**src/include/uc_cfg.svh**
```systemverilog
`ifndef UC_CFG_SVH
`define UC_CFG_SVH

// Bus widths
`define UC_ADDR_W 32
`define UC_DATA_W 64

// Port counts on the two crossbars
`define UC_NUM_SRC 2
`define UC_NUM_DEV 4

// Physical address map
`define UC_DRAM_BASE 32'h8000_0000
`define UC_DEV_MSB   23
`define UC_DEV_LSB   20
`define UC_CFG_DEV   1
`define UC_CLINT_DEV 2

`define UC_CFG_REGS 4

// CLINT register offsets inside its device window
`define UC_MSIP_OFS     16'h0000
`define UC_MTIMECMP_OFS 16'h4000
`define UC_MTIME_OFS    16'hBFF8

// Sink index of each device on the command crossbar
`define DEV_CFG   0
`define DEV_CLINT 1
`define DEV_IO    2
`define DEV_MEM   3

`endif
```
**src/hw/uc_mem_pkg.sv**
```systemverilog
`include "uc_cfg.svh"

package uc_mem_pkg;

  typedef enum logic
  {
    UC_OP_RD = 1'b0,
    UC_OP_WR = 1'b1
  } uc_op_e;

  // Index of the issuing source, carried back on the response
  typedef logic [$clog2(`UC_NUM_SRC)-1:0] uc_src_id_t;

  typedef logic [$clog2(`UC_NUM_DEV)-1:0] uc_dev_id_t;

  typedef struct packed
  {
    uc_op_e                op;
    logic [`UC_ADDR_W-1:0] addr;
    uc_src_id_t            src_id;
    logic [`UC_DATA_W-1:0] data;
  } uc_cmd_s;

  // Responses have no address, the source id routes them
  typedef struct packed
  {
    uc_op_e                op;
    uc_src_id_t            src_id;
    logic [`UC_DATA_W-1:0] data;
  } uc_resp_s;

endpackage

```
**src/hw/uc_clint.sv**
```systemverilog
`timescale 1ns/1ps

`include "uc_cfg.svh"

module uc_clint
  import uc_mem_pkg::*;
(
  input  logic     clk_i,
  input  logic     rst_n_i,

  input  uc_cmd_s  cmd_i,
  input  logic     cmd_v_i,
  output logic     cmd_ready_o,

  output uc_resp_s resp_o,
  output logic     resp_v_o,
  input  logic     resp_ready_i,

  output logic     timer_irq_o,
  output logic     software_irq_o
);

  logic [`UC_DATA_W-1:0] mtime_q;
  logic [`UC_DATA_W-1:0] mtimecmp_q;
  logic                  msip_q;
  logic                  timer_irq_q;
  logic [15:0]           ofs;
  logic                  accept;
  logic                  is_wr;
  logic                  wr;
  logic [`UC_DATA_W-1:0] rd_data;
  logic                  resp_v_q;
  uc_resp_s              resp_q;

  assign ofs         = cmd_i.addr[15:0];
  assign is_wr       = (cmd_i.op == UC_OP_WR);
  assign cmd_ready_o = ~resp_v_q | resp_ready_i;
  assign accept      = cmd_v_i & cmd_ready_o;
  assign wr          = accept & is_wr;

  always_comb
  begin
    rd_data = '0;
    case (ofs)
      `UC_MSIP_OFS:     rd_data[0] = msip_q;
      `UC_MTIMECMP_OFS: rd_data    = mtimecmp_q;
      `UC_MTIME_OFS:    rd_data    = mtime_q;
      default:          rd_data    = '0;
    endcase
  end

  always_ff @(posedge clk_i)
  begin
    if (!rst_n_i)
    begin
      mtime_q     <= '0;
      mtimecmp_q  <= '1;
      msip_q      <= 1'b0;
      timer_irq_q <= 1'b0;
    end
    else
    begin
      timer_irq_q <= (mtime_q >= mtimecmp_q);
      // A write to mtime takes the place of this cycle's tick
      if (wr && (ofs == `UC_MTIME_OFS))
      begin
        mtime_q <= cmd_i.data;
      end
      else
      begin
        mtime_q <= mtime_q + 1'b1;
      end
      if (wr && (ofs == `UC_MTIMECMP_OFS))
      begin
        mtimecmp_q <= cmd_i.data;
      end
      if (wr && (ofs == `UC_MSIP_OFS))
      begin
        msip_q <= cmd_i.data[0];
      end
    end
  end

  always_ff @(posedge clk_i)
  begin
    if (!rst_n_i)
    begin
      resp_v_q <= 1'b0;
    end
    else if (accept)
    begin
      resp_v_q <= 1'b1;
    end
    else if (resp_ready_i)
    begin
      resp_v_q <= 1'b0;
    end
  end

  always_ff @(posedge clk_i)
  begin
    if (accept)
    begin
      resp_q.op     <= cmd_i.op;
      resp_q.src_id <= cmd_i.src_id;
      resp_q.data   <= is_wr ? '0 : rd_data;
    end
  end

  assign resp_o         = resp_q;
  assign resp_v_o       = resp_v_q;
  assign timer_irq_o    = timer_irq_q;
  assign software_irq_o = msip_q;

endmodule

```
**config.mk**
```make
export PLATFORM = sky130hd
export DESIGN_NAME = uc_clint
export DESIGN_NICKNAME = d
export VERILOG_FILES = /design/src/hw/uc_mem_pkg.sv /design/src/hw/uc_clint.sv
export VERILOG_INCLUDE_DIRS = /design/src /design/src/include
export SDC_FILE = /design/constraint.sdc
export NUM_CORES = 1
export LEC_CHECK = 0
export BUFFER_PORTS_ARGS = -buffer_cell sky130_fd_sc_hd__buf_2
export CORE_MARGIN = 4
export CORE_UTILIZATION = 57
export CTS_CLUSTER_DIAMETER = 120
export DETAILED_ROUTE_END_ITERATION = 12
export PLACE_DENSITY = 0.89
export RECOVER_POWER = 100
export SETUP_SLACK_MARGIN = 0.05
export SYNTH_ARGS = -nofsm -noshare
export SYNTH_HDL_FRONTEND = slang
export SYNTH_SLANG_ARGS = --single-unit
```
**constraint.sdc**
```tcl
create_clock -name clk_i -period 4.38 [get_ports clk_i]
set_clock_uncertainty 0.05 [all_clocks]
set_input_delay 0.219 -clock clk_i [delete_from_list [all_inputs] [get_ports clk_i]]
set_output_delay 0.219 -clock clk_i [all_outputs]
set_load 0.01 [all_outputs]
```
==> impl_results.md <==
* Status: finished, violations left
* Violated checks: capacitance limit, slew limit
* Most frequent cells in the layout: dfxtp_1, nor2_1, nand2_1
* 1st-iter DRT viols at roughly 900
* Maximum vdd drop at 278 uV
* Crit path max-delay cell type: nand4_1
* Cell count after synthesis at 1095
* Post-route ant nets at 0
* Largest family of logic cells by synthesized area: compound AO/OA/AOI/OAI gates
* Dpl hpwl at between 15000 and 20000 um
* Critical path depth at 6
* Fin crit period at 3.38 ns
* Synth Area in XOR/XNOR at 4.48%
* Share of cells above drive strength 1 at 11.7%
* Final hold vios at 0
* CP top delay family: simple AND/OR/NAND/NOR gates
* Number of flops mapped to enable cells by yosys at 66
* Antenna violations before repair at 0
* Synth Area in Compound Gates at 19.2%
* Dominant synthesized flop cell: dfxtp_1
* Post-Synth Simple-Gate Area at between 10% and 20%
* Initial cell density of the core at about three fifths
* Startpoint Class: flop
* Fin Setup TNS at 0 ns
* Tot Pwr at 0.00373 W
* Core area at approximately 17000 sq um
* CTS-repair resized insts at 0
* TritonCTS clock tree: built
* DRC violations left at 0
* # rows at 48
* Clock Pin Slew Worst Setup and Hold Paths at 0.07 ns
* Hold Crit Depth at 3
* Mapped cell area at 10200 sq um
* CP Data Required Time at 4.65 ns
* Adder-cell share of the synthesized area at 8.00%
* Fmax at 296 MHz
* Vias after detailed routing at a little over 9000
* R2R depth at 6
* Clk buf depth at 2
* Worst-Skew Late Latency at 0.44 ns
* Tcrit/Tclk final at 77.2%
* Synth warn at 0
* Final setup vio count at 0
* Synth cell types at 49
* RSZ-0062 raised after global routing: false
* Critical Path Sink Type: flop
* Post-synth ARST share at 0%
* Vias in the first global route at 9191
* Worst Setup Path Type: flop to flop
* Antenna Cells at 0
* PwrDens at 311 nW/um^2
* Multiplexer share of the synthesized area at 0.295%
* Nets at about 1400
* Hold Path Class: input port to flop
* CP cell instances: ha_1 > nand2_1 > nor3_4 > nand4_1 > or3_1 > a311oi_1
* Critical Path Max Stage Delay at between 0.9 and 1 ns
* Synthesized Nets at around 1300
* Buffers on Ports at 155
* P_leak at 4.94 nW
* P&R area growth vs syn at 18.1%
* Commonest non-fill, non-tap cell in the layout: dfxtp_1
* Vias/cell at between 6 and 7
* Avg Inst Size Synth at approximately 9.3 sq um
* Slew Limit Fails at about 230
* Total congestion overflow at 0
* Largest net degree at the start of global routing at 129
* Register area share after synthesis at between 40% and 50%
* Die Span X at ~140 um
* Slew HR at -119%
* Routability cong. at about 0.83
* CTS sink count at about 200
* Gr usage total at 27.9%
* Die H at 142 um
* WL/cell at about 19 um
* Worst slew pin tran at 3.28 ns
* Critical path arrival at 3.66 ns
* H-tree levels at 4
* Max-capacitance violation count at 4
* First-pass GRT wire length at roughly 45000 um
* CTS buffer count at 17
* CP Max Fanout at 19
* Die ar. at 20000 sq um
* Count of state elements after synthesis at 197
* Buf/Inv on CP at 0
* Clock Tree Root: clkbuf_16
* DRT Wirelength at about 28000 um
* Pre-antenna DRT Iters at 5
* IO Pins at approximately 170
cell usage after synthesis, types with 12 or more instances:
cell type	number	area (sq um)
nor3_1	23	115
o211ai_1	64	480
nand4_1	19	119
a211oi_2	12	150
nand2_1	113	424
dfxtp_1	131	2620
a211oi_1	18	135
xnor2_1	37	324
inv_1	82	308
nand3_1	33	165
buf_2	31	155
nor2_1	125	469
or3_1	12	75.1
edfxtp_1	66	1980
o21ai_0	40	200
a22oi_1	64	480
clkbuf_1	23	86.3
ha_1	65	813
xor2_1	15	131
a21oi_1	38	190
final timing paths:
path / startpoint / to / slack [ns]
max: mtime_q[0] / mtime_q[36] / 1.0
max reg2reg: mtime_q[0] / mtime_q[36] / 1.0
min: cmd_i[12] / mtimecmp_q[12] / 0.01
min reg2reg: mtimecmp_q[43] / mtimecmp_q[43] / 0.47
final cells by class:
cell class | instances | area [sq um]
Fill cell | 1333 | 5410
Inverter | 83 | 312
Sequential cell | 197 | 4600
Timing Repair Buffer | 219 | 1320
Clock buffer | 17 | 425
Tap cell | 225 | 282
Clock inverter | 15 | 170
Multi-Input combinational cell | 753 | 4890
flip-flops by register name, summed over array words and instances (netlist names):
register and flops:
resp_o 66, mtime_q 64, mtimecmp_q 64, resp_v_o 1, software_irq_o 1, timer_irq_o 1
cell families (layout without fill, tap and decap cells):
| group | count (synthesis) | in the layout |
|---|---|---|
| AND/OR/NAND/NOR | 364 | 364 |
| adder cells (fa/ha/maj) | 65 | 65 |
| buffers and inverters | 145 | 334 |
| AO/OA/AOI/OAI | 269 | 269 |
| multiplexers | 3 | 3 |
| XOR/XNOR | 52 | 52 |
| flip-flops | 197 | 197 |
layer usage:
metal / vias to the layer above / wire length (um) / global-route usage, %
met2: 495 / 13600 / 46.3
met3: 79 / 2430 / 5.56
met1: 4361 / 11400 / 36.1
met4: 0 / 759 / 11.0
met5: - / 0 / 0
li1: 4301 / - / -
worst min-delay path: stages:
cell      delay [ns]
buf_2           0.11
nand2_1         0.06
o211ai_1        0.09
per-stage QoR:
step	cell area, sq um	std cells	setup slack [ns]	utilization [%]	hold slack (ns)
after floorplan	10200	1095	1.12	-	0.268
after global placement	11000	1422	1.50	63.3	0.347
after detailed placement	11000	1422	1.45	63.3	0.360
after CTS	12200	1508	1.72	69.8	0.00122
after global routing	12000	1509	0.796	69.0	0.00119
final	12000	1509	0.997	69.0	0.0142
what timing repair did:
action | in CTS | in global routing
hold buffers | 54 | 1
setup buffers | 0 | 0
endpoints found under the hold margin | 64 | 1
where the power goes:
group	switching [W]	internal [W]	total [W]
Sequential	0.0000122	0.00192	0.00193
Combinational	0.000121	0.0000809	0.000202
Clock	0.000745	0.000858	0.00160
Note: power is estimated with default switching activity, not from simulation.
