## src/include/uc_cfg.svh

```systemverilog
`ifndef UC_CFG_SVH
`define UC_CFG_SVH

// Bus widths
`define UC_ADDR_W 32
`define UC_DATA_W 64

// Port counts on the two crossbars
`define UC_NUM_SRC 2
`define UC_NUM_DEV 4

// Physical address map
`define UC_DRAM_BASE 32'h8000_0000
`define UC_DEV_MSB   23
`define UC_DEV_LSB   20
`define UC_CFG_DEV   1
`define UC_CLINT_DEV 2

`define UC_CFG_REGS 4

// CLINT register offsets inside its device window
`define UC_MSIP_OFS     16'h0000
`define UC_MTIMECMP_OFS 16'h4000
`define UC_MTIME_OFS    16'hBFF8

// Sink index of each device on the command crossbar
`define DEV_CFG   0
`define DEV_CLINT 1
`define DEV_IO    2
`define DEV_MEM   3

`endif
```

## src/hw/uc_mem_pkg.sv

```systemverilog
`include "uc_cfg.svh"

package uc_mem_pkg;

  typedef enum logic
  {
    UC_OP_RD = 1'b0,
    UC_OP_WR = 1'b1
  } uc_op_e;

  // Index of the issuing source, carried back on the response
  typedef logic [$clog2(`UC_NUM_SRC)-1:0] uc_src_id_t;

  typedef logic [$clog2(`UC_NUM_DEV)-1:0] uc_dev_id_t;

  typedef struct packed
  {
    uc_op_e                op;
    logic [`UC_ADDR_W-1:0] addr;
    uc_src_id_t            src_id;
    logic [`UC_DATA_W-1:0] data;
  } uc_cmd_s;

  // Responses have no address, the source id routes them
  typedef struct packed
  {
    uc_op_e                op;
    uc_src_id_t            src_id;
    logic [`UC_DATA_W-1:0] data;
  } uc_resp_s;

endpackage

```

## src/hw/uc_cfg_regs.sv

```systemverilog
`timescale 1ns/1ps

`include "uc_cfg.svh"

module uc_cfg_regs
  import uc_mem_pkg::*;
(
  input  logic     clk_i,
  input  logic     rst_n_i,

  input  uc_cmd_s  cmd_i,
  input  logic     cmd_v_i,
  output logic     cmd_ready_o,

  output uc_resp_s resp_o,
  output logic     resp_v_o,
  input  logic     resp_ready_i
);

  localparam int IDX_W = $clog2(`UC_CFG_REGS);

  logic [`UC_CFG_REGS-1:0][`UC_DATA_W-1:0] regs_q;
  logic [IDX_W-1:0]                        idx;
  logic                                    accept;
  logic                                    is_wr;
  logic                                    resp_v_q;
  uc_resp_s                                resp_q;

  // Doubleword registers, upper offset bits wrap
  assign idx         = cmd_i.addr[3 +: IDX_W];
  assign is_wr       = (cmd_i.op == UC_OP_WR);
  assign cmd_ready_o = ~resp_v_q | resp_ready_i;
  assign accept      = cmd_v_i & cmd_ready_o;

  always_ff @(posedge clk_i)
  begin
    if (!rst_n_i)
    begin
      regs_q   <= '0;
      resp_v_q <= 1'b0;
    end
    else if (accept)
    begin
      resp_v_q <= 1'b1;
      if (is_wr)
      begin
        regs_q[idx] <= cmd_i.data;
      end
    end
    else if (resp_ready_i)
    begin
      resp_v_q <= 1'b0;
    end
  end

  always_ff @(posedge clk_i)
  begin
    if (accept)
    begin
      resp_q.op     <= cmd_i.op;
      resp_q.src_id <= cmd_i.src_id;
      resp_q.data   <= is_wr ? '0 : regs_q[idx];
    end
  end

  assign resp_o   = resp_q;
  assign resp_v_o = resp_v_q;

endmodule

```

## config.mk

```make
export PLATFORM = sky130hd
export DESIGN_NAME = uc_cfg_regs
export DESIGN_NICKNAME = d
export VERILOG_FILES = /design/src/hw/uc_mem_pkg.sv /design/src/hw/uc_cfg_regs.sv
export VERILOG_INCLUDE_DIRS = /design/src /design/src/include
export SDC_FILE = /design/constraint.sdc
export NUM_CORES = 1
export LEC_CHECK = 0
export ABC_AREA = 1
export BUFFER_PORTS_ARGS = -buffer_cell sky130_fd_sc_hd__buf_2
export CAP_MARGIN = 0
export CORE_ASPECT_RATIO = 0.7
export CORE_MARGIN = 8
export CORE_UTILIZATION = 44
export CTS_BUF_LIST = sky130_fd_sc_hd__clkbuf_8
export DETAILED_ROUTE_END_ITERATION = 16
export PLACE_DENSITY = 0.72
export REMOVE_ABC_BUFFERS = 1
export SLEW_MARGIN = 25
export SYNTH_ARGS = -nofsm -noshare
export SYNTH_HDL_FRONTEND = slang
export SYNTH_SLANG_ARGS = --single-unit
```

## constraint.sdc

```tcl
create_clock -name clk_i -period 3.5 [get_ports clk_i]
set_clock_uncertainty 0.1 [all_clocks]
set_input_delay 0.7 -clock clk_i [delete_from_list [all_inputs] [get_ports clk_i]]
set_output_delay 0.7 -clock clk_i [all_outputs]
set_load 0.01 [all_outputs]
```

==> results of run 1 <==
[area by class of cell]
class | instances | share of cell area, %
sequential | 323 | 43.4
clock buffer | 65 | 5.45
clock inverter | 32 | 0.808
multi-input combinational | 1420 | 37.3
inverter | 135 | 3.10
tap | 427 | 3.26
antenna | 2 | 0.0305
timing repair buffer | 163 | 6.60
[path summary, 6_finish.rpt]
kind / start / end / slack, ns / cells past startpoint
worst max-delay path: cmd_i[69] / regs_q[191] / 1.37 / 8
worst min-delay path: cmd_i[64] / resp_o[64] / 0.18 / 1
worst max register to register: resp_v_o / regs_q[125] / 1.60 / 6
worst min register to register: regs_q[243] / regs_q[243] / 0.38 / 2
[state kept, by name, summed over array words and instances, names as in the netlist]
name,count
regs_q,256
resp_o,66
resp_v_o,1
[cell families (layout without fill, tap and decap cells)]
group | after synthesis | count (layout) | share of synthesized area [%]
AOI/OAI and AO/OA | 130 | 130 | 5.02
buffers and inverters | 302 | 395 | 9.34
DFF | 323 | 323 | 48.8
other | 0 | 2 | 0
and+or+nand+nor | 1290 | 1290 | 36.8
[placed cells by master, fill, tap and decap left out]
master / count
nor2_1: 513
clkinv_2: 4
clkinv_1: 1
inv_4: 1
nand2_2: 1
nand3_2: 1
inv_1: 155
buf_4: 10
o21ai_0: 64
clkbuf_8: 67
clkinvlp_4: 2
a21oi_4: 1
buf_12: 15
inv_2: 4
a31oi_1: 64
nor2_8: 1
diode_2: 2
nand4_1: 193
buf_2: 136
dfxtp_1: 257
nand2_1: 577
a21boi_0: 1
edfxtp_1: 66
nor2_4: 4
[report_power, final]
part	internal [mW]	switching, mW	leakage [nW]	total (mW)
clock network	1.67	1.50	0.618	3.17
logic	0.233	0.549	3.69	0.783
registers	3.94	0.0539	2.75	4.00
[stage by stage]
stage	worst slack (ns)	hold slack [ns]	instances	cell area [sq um]	total power [mW]
6_report	1.37	0.176	2567	16400	7.95
5_1_grt	1.26	0.149	2567	16400	8.32
4_1_cts	1.33	0.136	2565	16400	8.04
3_5_place_dp	0.779	0.371	2468	15400	4.86
3_3_place_gp	0.848	0.362	2468	15400	4.84
2_1_floorplan	-7.69	0.355	1878	13700	4.50
[per-layer routing]
metal,GRT usage [%],wire [um]
met1,25.6,17400
met2,30.6,17800
met3,4.20,2870
met4,5.84,646
met5,0,26
[worst max-delay path, delay by kind of cell]
| kind | cells | cell delay [ns] |
|---|---|---|
| buffers and inverters | 4 | 1.01 |
| and+or+nand+nor | 4 | 0.81 |
[synth_stat cells (5+ instances only)]
library cell | count | area (sq um)
inv_1 | 130 | 488
buf_2 | 70 | 350
nand4_1 | 193 | 1210
dfxtp_1 | 257 | 5140
o21ai_0 | 64 | 320
edfxtp_1 | 66 | 1980
inv_2 | 5 | 18.8
buf_4 | 14 | 105
nand2_1 | 577 | 2170
clkbuf_1 | 68 | 255
buf_6 | 12 | 135
nor2_1 | 513 | 1930
a31oi_1 | 64 | 400
==> results.sh, run 1 <==
export IMPL_port_buffers=139
export IMPL_die_w_um=234
export IMPL_hold_path_class="in -> reg"
export IMPL_drt_total_wl_mm=38.7
export IMPL_clkLatencyLatePin_ns=0.59
export IMPL_multiInputGateArea_sq_um=6120
export IMPL_grt_first_pass_wirelength_mm=62.6
export IMPL_cp_data_required_time_ns=3.93
export IMPL_nets=2197
export IMPL_finalCritPeriodShare_pct=60.9
export IMPL_finalSetupViolCount=0
export IMPL_area_delta_synth_final_pct=12.4
export IMPL_syn_area_sq_um=14600
export IMPL_synth_distinct_cells=21
export IMPL_grt_pass1_vias=12200
export IMPL_cp_arrival_ns=2.56
export IMPL_rsz0062_at_grt="no"
export IMPL_p_per_area_nw_per_um2=484
export IMPL_finalSetupTns_ns=0
export IMPL_slew_headroom_pct=38.0
export IMPL_fill_cells=3228
export IMPL_drv_cap=0
export IMPL_synthFlopType="dfxtp_1"
export IMPL_htreeDepth=2
export IMPL_p_leak_nw=7.06
export IMPL_cts_setup_buffers=0
export IMPL_synth_avg_cell_area_sq_um=7.14
export IMPL_vias=13100
export IMPL_row_count=55
export IMPL_clock_path_buffers=3
export IMPL_post_route_util_pct=50.5
export IMPL_dieArea_sq_um=39400
export IMPL_cts_repair_resized=0
export IMPL_gp_congestion=0.754
export IMPL_clk_pin_slew_ns=0.06
export IMPL_drive_gt1_share_pct=11.6
export IMPL_postCtsHoldBufs=0
export IMPL_antenna_found_initial=5
export IMPL_timing_worst_setup_path_type="in -> reg"
export IMPL_cpPeakStageDelay_ns=0.51
export IMPL_viasPerCell=5.12
export IMPL_grt_max_degree=199
export IMPL_finalMaxSlewViolations=0
export IMPL_status="completed"
export IMPL_cts_tree="done"
export IMPL_cp_end_kind="flip-flop"
export IMPL_post_route_min_period_ns=2.13
export IMPL_drtIter0Drc=1262
export IMPL_slowest_stage="buf_4"
export IMPL_hold_viol=0
export IMPL_path_max_fanout=41
export IMPL_overflow=0
export IMPL_path_cells="buf_2, inv_2, nor2_4, inv_2, nor2_4, buf_4, nor2_1, nor2_1"
export IMPL_dieHeight_um=168
export IMPL_antenna_left=0
export IMPL_first_pass_iters=5
export IMPL_ys_ff_latch=323
export IMPL_syn_inst=2045
export IMPL_synth_edf_count=66
export IMPL_start_util_pct=44.9
export IMPL_cts_root_buf="clkbuf_8"
export IMPL_drt_wirelength_per_cell_um=15.1
export IMPL_grt_usage_pct=19.1
export IMPL_drcViolationCount=0
export IMPL_regArea_sq_um=7130
export IMPL_dp_hpwl_mm=21.2
export IMPL_yosysSeqAreaShare_pct=48.8
export IMPL_peakVddDrop_mv=0.264
export IMPL_cts_buffers_inserted=52
export IMPL_cp_start_kind="primary input"
export IMPL_core_area_sq_um=32500
export IMPL_ys_async_sr_fraction_pct=0
export IMPL_clock_sink_count=323
export IMPL_pin_count=170
export IMPL_tightest_slew_ns=0.930
export IMPL_timing_fmax_mhz=469
export IMPL_yosys_warnings=0
Power figures use the tool's default switching activity.
==> inputs of run 2 (changes only) <==
Settings changed: PLACE_DENSITY 0.72 to 0.7.
Clock period 3.5 ns to 2 ns, I/O delays scaled along.
==> run 2 against run 1 <==
Effect of this change:
- final area rose by 7.0%
- utilization rose by 3.5 points
- final cell count rose by 4.1%
- critical endpoint is now cmd_ready_o
- hold slack got worse by 0.073 ns
- combinational power rose by 100%
- wire length rose by 4.6%
- via count rose by 3.3%
- critical path depth fell by 6
- sequential power rose by 75%
- sequential share of layout area fell by 2.8 points
- global-route usage rose by 1.1 points
- power rose by 78%
==> results.sh, run 2 (synthesis results as in run 1) <==
export IMPL_tightest_slew_ns=0.498
export IMPL_gp_congestion=0.784
export IMPL_cp_start_kind="flip-flop"
export IMPL_clkLatencyLatePin_ns=0.60
export IMPL_drive_gt1_share_pct=12.4
export IMPL_timing_fmax_mhz=540
export IMPL_start_util_pct=44.9
export IMPL_hold_path_class="in -> reg"
export IMPL_clk_pin_slew_ns=0.06
export IMPL_post_route_util_pct=54.0
export IMPL_dieArea_sq_um=39400
export IMPL_cp_arrival_ns=1.35
export IMPL_drtIter0Drc=1243
export IMPL_dpl_cell_area_sq_um=15900
export IMPL_finalCritPeriodShare_pct=92.6
export IMPL_path_max_fanout=4
export IMPL_area_delta_synth_final_pct=20.2
export IMPL_p_per_area_nw_per_um2=807
export IMPL_rsz0062_at_grt="no"
export IMPL_largest_register_ffs=256
export IMPL_drt_wirelength_per_cell_um=15.1
export IMPL_post_route_min_period_ns=1.85
export IMPL_cp_end_kind="primary output"
export IMPL_slew_headroom_pct=66.8
export IMPL_finalSetupViolCount=0
export IMPL_port_buffers=139
export IMPL_clock_sink_count=323
export IMPL_largest_register="regs_q"
export IMPL_htreeDepth=2
export IMPL_cts_setup_buffers=0
export IMPL_mostFrequentLayoutCell="nand2_1"
export IMPL_finalMaxSlewViolations=0
export IMPL_overflow=0
export IMPL_nets=2302
export IMPL_dieHeight_um=168
export IMPL_drt_total_wl_mm=40.5
export IMPL_holdWs_ns=0.102
export IMPL_grt_pass1_vias=12700
export IMPL_grt_max_degree=102
export IMPL_cts_buffers_inserted=51
export IMPL_drcViolationCount=0
export IMPL_antenna_found_initial=6
export IMPL_cp_startpoint="resp_v_o"
export IMPL_row_count=55
export IMPL_first_pass_iters=5
export IMPL_grt_first_pass_wirelength_mm=65.9
export IMPL_hold_viol=0
export IMPL_dp_hpwl_mm=24.2
export IMPL_peakVddDrop_mv=0.416
export IMPL_cts_tree="done"
export IMPL_hp_start="cmd_v_i"
export IMPL_pin_count=170
export IMPL_die_w_um=234
export IMPL_core_area_sq_um=32500
export IMPL_status="completed"
export IMPL_r2r_start="resp_v_o"
export IMPL_grt_usage_pct=20.3
export IMPL_vias=13600
export IMPL_clock_path_buffers=3
export IMPL_final_cell_mix="nand2_1, nor2_1, dfxtp_1"
export IMPL_fin_area_sq_um=17600
export IMPL_drv_cap=0
export IMPL_antenna_left=0
export IMPL_cp_data_required_time_ns=1.50
export IMPL_viasPerCell=5.08
export IMPL_p_leak_nw=7.59
export IMPL_timing_worst_setup_path_type="reg -> out"
export IMPL_p_total_mw=14.2
export IMPL_cts_root_buf="clkbuf_8"
run 2: cell count changes in the layout (fill, tap and decap cells not counted), sizes merged:
cell         delta
clkbuf         -10
inv             +5
diode           +1
clkinv          +1
buf            +41
bufinv          +3
clkinvlp        -1
dlygate4sd3    +65
run 2: where the power goes:
group | leakage (nW) | switching [mW] | internal, mW
sequential | 2.75 | 0.0953 | 6.89
combinational | 4.23 | 1.01 | 0.586
clock | 0.609 | 2.66 | 2.92
run 2: metrics by stage:
stage / instances / setup TNS [ns] / setup WS (ns)
detailed placement: 2509 / 0 / 0.152
finish: 2672 / 0 / 0.149
global placement: 2509 / 0 / 0.194
global route: 2672 / 0 / 0.0328
CTS: 2669 / 0 / 0.0950
floorplan: 1878 / -2461.88 / -8.89
run 2: layout make-up:
class,count,area [sq um]
Clock buffer,55,757
Fill cell,3131,14900
Inverter,135,509
Clock inverter,40,239
Multi-Input combinational cell,1420,6120
Timing Repair Buffer,269,2250
Tap cell,427,534
Antenna cell,3,7.51
Sequential cell,323,7130
run 2: worst paths after layout:
path                  to  slack (ns)  cells past startpoint
min             resp_v_o        0.10                      3
min reg2reg  regs_q[101]        0.38                      2
max          cmd_ready_o        0.15                      2
max reg2reg  regs_q[240]        0.35                      6
run 2: critical path, stage by stage (launching register included):
cell and delay (ns):
dfxtp_1 0.40, nand2_1 0.18, buf_2 0.19
run 2: what timing repair did:
action,4_1_cts,5_1_grt
endpoints found under the setup margin,0,0
gates resized for setup,0,0
hold buffers,65,0
hold endpoints to repair,65,0
run 2: metal layers:
metal | track usage [%] | share of wire (%) | up-vias
met5 | 0 | 0.089 | -
met4 | 6.63 | 1.9 | 6
met3 | 4.60 | 7.4 | 69
met2 | 31.1 | 44 | 480
met1 | 27.9 | 46 | 6161
li1 | - | - | 6867
==> inputs of run 3 (changes only) <==
Settings changed: RECOVER_POWER set to 100.
==> run 3 against run 2 <==
Effect of this change:
- hold slack worse by 0.055 ns
- count of clock-buffer cells in the layout unchanged
- sequential share of layout area grew 0.66 points
- sequential power about the same
- global-route usage did not move
==> results.sh, run 3 (synthesis results as in run 1) <==
export IMPL_finalCritPeriodShare_pct=91.9
export IMPL_cp_data_required_time_ns=2.38
export IMPL_drt_wirelength_per_cell_um=15.2
export IMPL_vias=13600
export IMPL_port_buffers=139
export IMPL_grt_first_pass_wirelength_mm=65.9
export IMPL_drt_total_wl_mm=40.5
export IMPL_timing_worst_setup_path_type="reg -> reg"
export IMPL_finalSetupViolCount=0
export IMPL_final_cell_mix="nand2_1, nor2_1, dfxtp_1"
export IMPL_gp_congestion=0.784
export IMPL_rsz0062_at_grt="no"
export IMPL_status="completed"
export IMPL_finalSetupTns_ns=0
export IMPL_cts_root_buf="clkbuf_8"
export IMPL_area_delta_synth_final_pct=18.3
export IMPL_drv_cap=0
export IMPL_hold_viol=0
export IMPL_clock_sink_count=323
export IMPL_drive_gt1_share_pct=8.83
export IMPL_overflow=0
export IMPL_post_route_min_period_ns=1.84
export IMPL_hold_path_class="in -> reg"
export IMPL_fill_cells=3198
export IMPL_cts_repair_resized=0
export IMPL_dpl_cell_count=2509
export IMPL_cp_end_kind="flip-flop"
export IMPL_grt_max_degree=102
export IMPL_cts_setup_buffers=0
export IMPL_row_count=55
export IMPL_cp_arrival_ns=2.22
export IMPL_nets=2302
export IMPL_timing_fmax_mhz=544
export IMPL_clkLatencyLatePin_ns=0.60
export IMPL_antenna_left=0
export IMPL_mostFrequentLayoutCell="nand2_1"
export IMPL_start_util_pct=44.9
export IMPL_p_switching_mw=3.75
export IMPL_cp_start_kind="flip-flop"
export IMPL_final_cells=2672
export IMPL_dieHeight_um=168
export IMPL_drcViolationCount=0
export IMPL_viasPerCell=5.10
export IMPL_path_max_fanout=29
export IMPL_largest_register="regs_q"
export IMPL_regArea_sq_um=7130
export IMPL_combPwrFrac_pct=10.9
export IMPL_postCtsHoldBufs=65
export IMPL_slew_headroom_pct=23.0
export IMPL_switching_share_pct=26.6
export IMPL_drtIter0Drc=1169
export IMPL_p_int_mw=10.3
export IMPL_cts_buffers_inserted=51
export IMPL_dpl_cell_area_sq_um=15900
export IMPL_seqPwrFrac_pct=49.6
export IMPL_post_route_util_pct=53.2
export IMPL_finalMaxSlewViolations=0
export IMPL_antenna_found_initial=6
export IMPL_fin_area_sq_um=17300
export IMPL_clock_path_buffers=3
export IMPL_largest_register_ffs=256
export IMPL_p_leak_nw=7.29
export IMPL_core_area_sq_um=32500
export IMPL_peakVddDrop_mv=0.402
export IMPL_first_pass_iters=5
export IMPL_clk_pin_slew_ns=0.06
export IMPL_multiInputGateArea_sq_um=6080
export IMPL_pin_count=170
export IMPL_die_w_um=234
export IMPL_grt_usage_pct=20.3
export IMPL_cts_tree="done"
export IMPL_dieArea_sq_um=39400
export IMPL_dp_hpwl_mm=24.2
export IMPL_tightest_slew_ns=1.15
export IMPL_p_per_area_nw_per_um2=816
export IMPL_p_clk_share_pct=39.5
export IMPL_grt_pass1_vias=12700
export IMPL_holdWs_ns=0.0471
export IMPL_htreeDepth=2
[run 3: metal layers]
layer	vias up	part of all wire, %	wire (um)	global-route usage, %
li1	6870	-	-	-
met1	6180	46	18600	27.9
met2	487	44	17800	31.1
met3	78	7.8	3150	4.60
met4	6	2.1	871	6.63
met5	-	0.089	36	0
[run 3: critical path, stage by stage, from the launching register on]
cell	delay, ns
dfxtp_1	0.32
a21oi_1	0.25
buf_12	0.24
clkbuf_1	0.51
nand4_1	0.16
nand2_1	0.09
nor2_1	0.04
[run 3: path summary, 6_finish.rpt]
path,from,end,slack [ns],cells past startpoint
max,resp_v_o,regs_q[176],0.16,6
min,cmd_v_i,resp_v_o,0.05,3
max reg2reg,resp_v_o,regs_q[176],0.16,6
min reg2reg,regs_q[101],regs_q[101],0.38,2
[run 3: power groups by stage]
stage          logic, mW  clock network [mW]  registers (mW)
3_5_place_dp        1.49                   0            7.13
3_3_place_gp        1.47                   0            7.12
4_1_cts             1.60                5.72            6.99
2_1_floorplan      0.698                   0            7.18
6_report            1.53                5.57            6.99
5_1_grt             1.70                6.05            7.01
[run 3: layout make-up]
cell class                 count  share of cell area [%]
clock inverter                40                    1.38
multi-input combinational   1420                    35.2
inverter                     135                    2.95
tap                          427                    3.09
sequential                   323                    41.3
antenna                        3                  0.0435
timing repair buffer         269                    11.6
clock buffer                  55                    4.38
[run 3: per-stage QoR]
| stage | worst slack, ns | power, mW |
|---|---|---|
| 6_report | 0.163 | 14.1 |
| 4_1_cts | 0.0950 | 14.3 |
| 3_3_place_gp | 0.194 | 8.59 |
| 3_5_place_dp | 0.152 | 8.62 |
| 5_1_grt | 0.0308 | 14.8 |
| 2_1_floorplan | -8.89 | 7.88 |
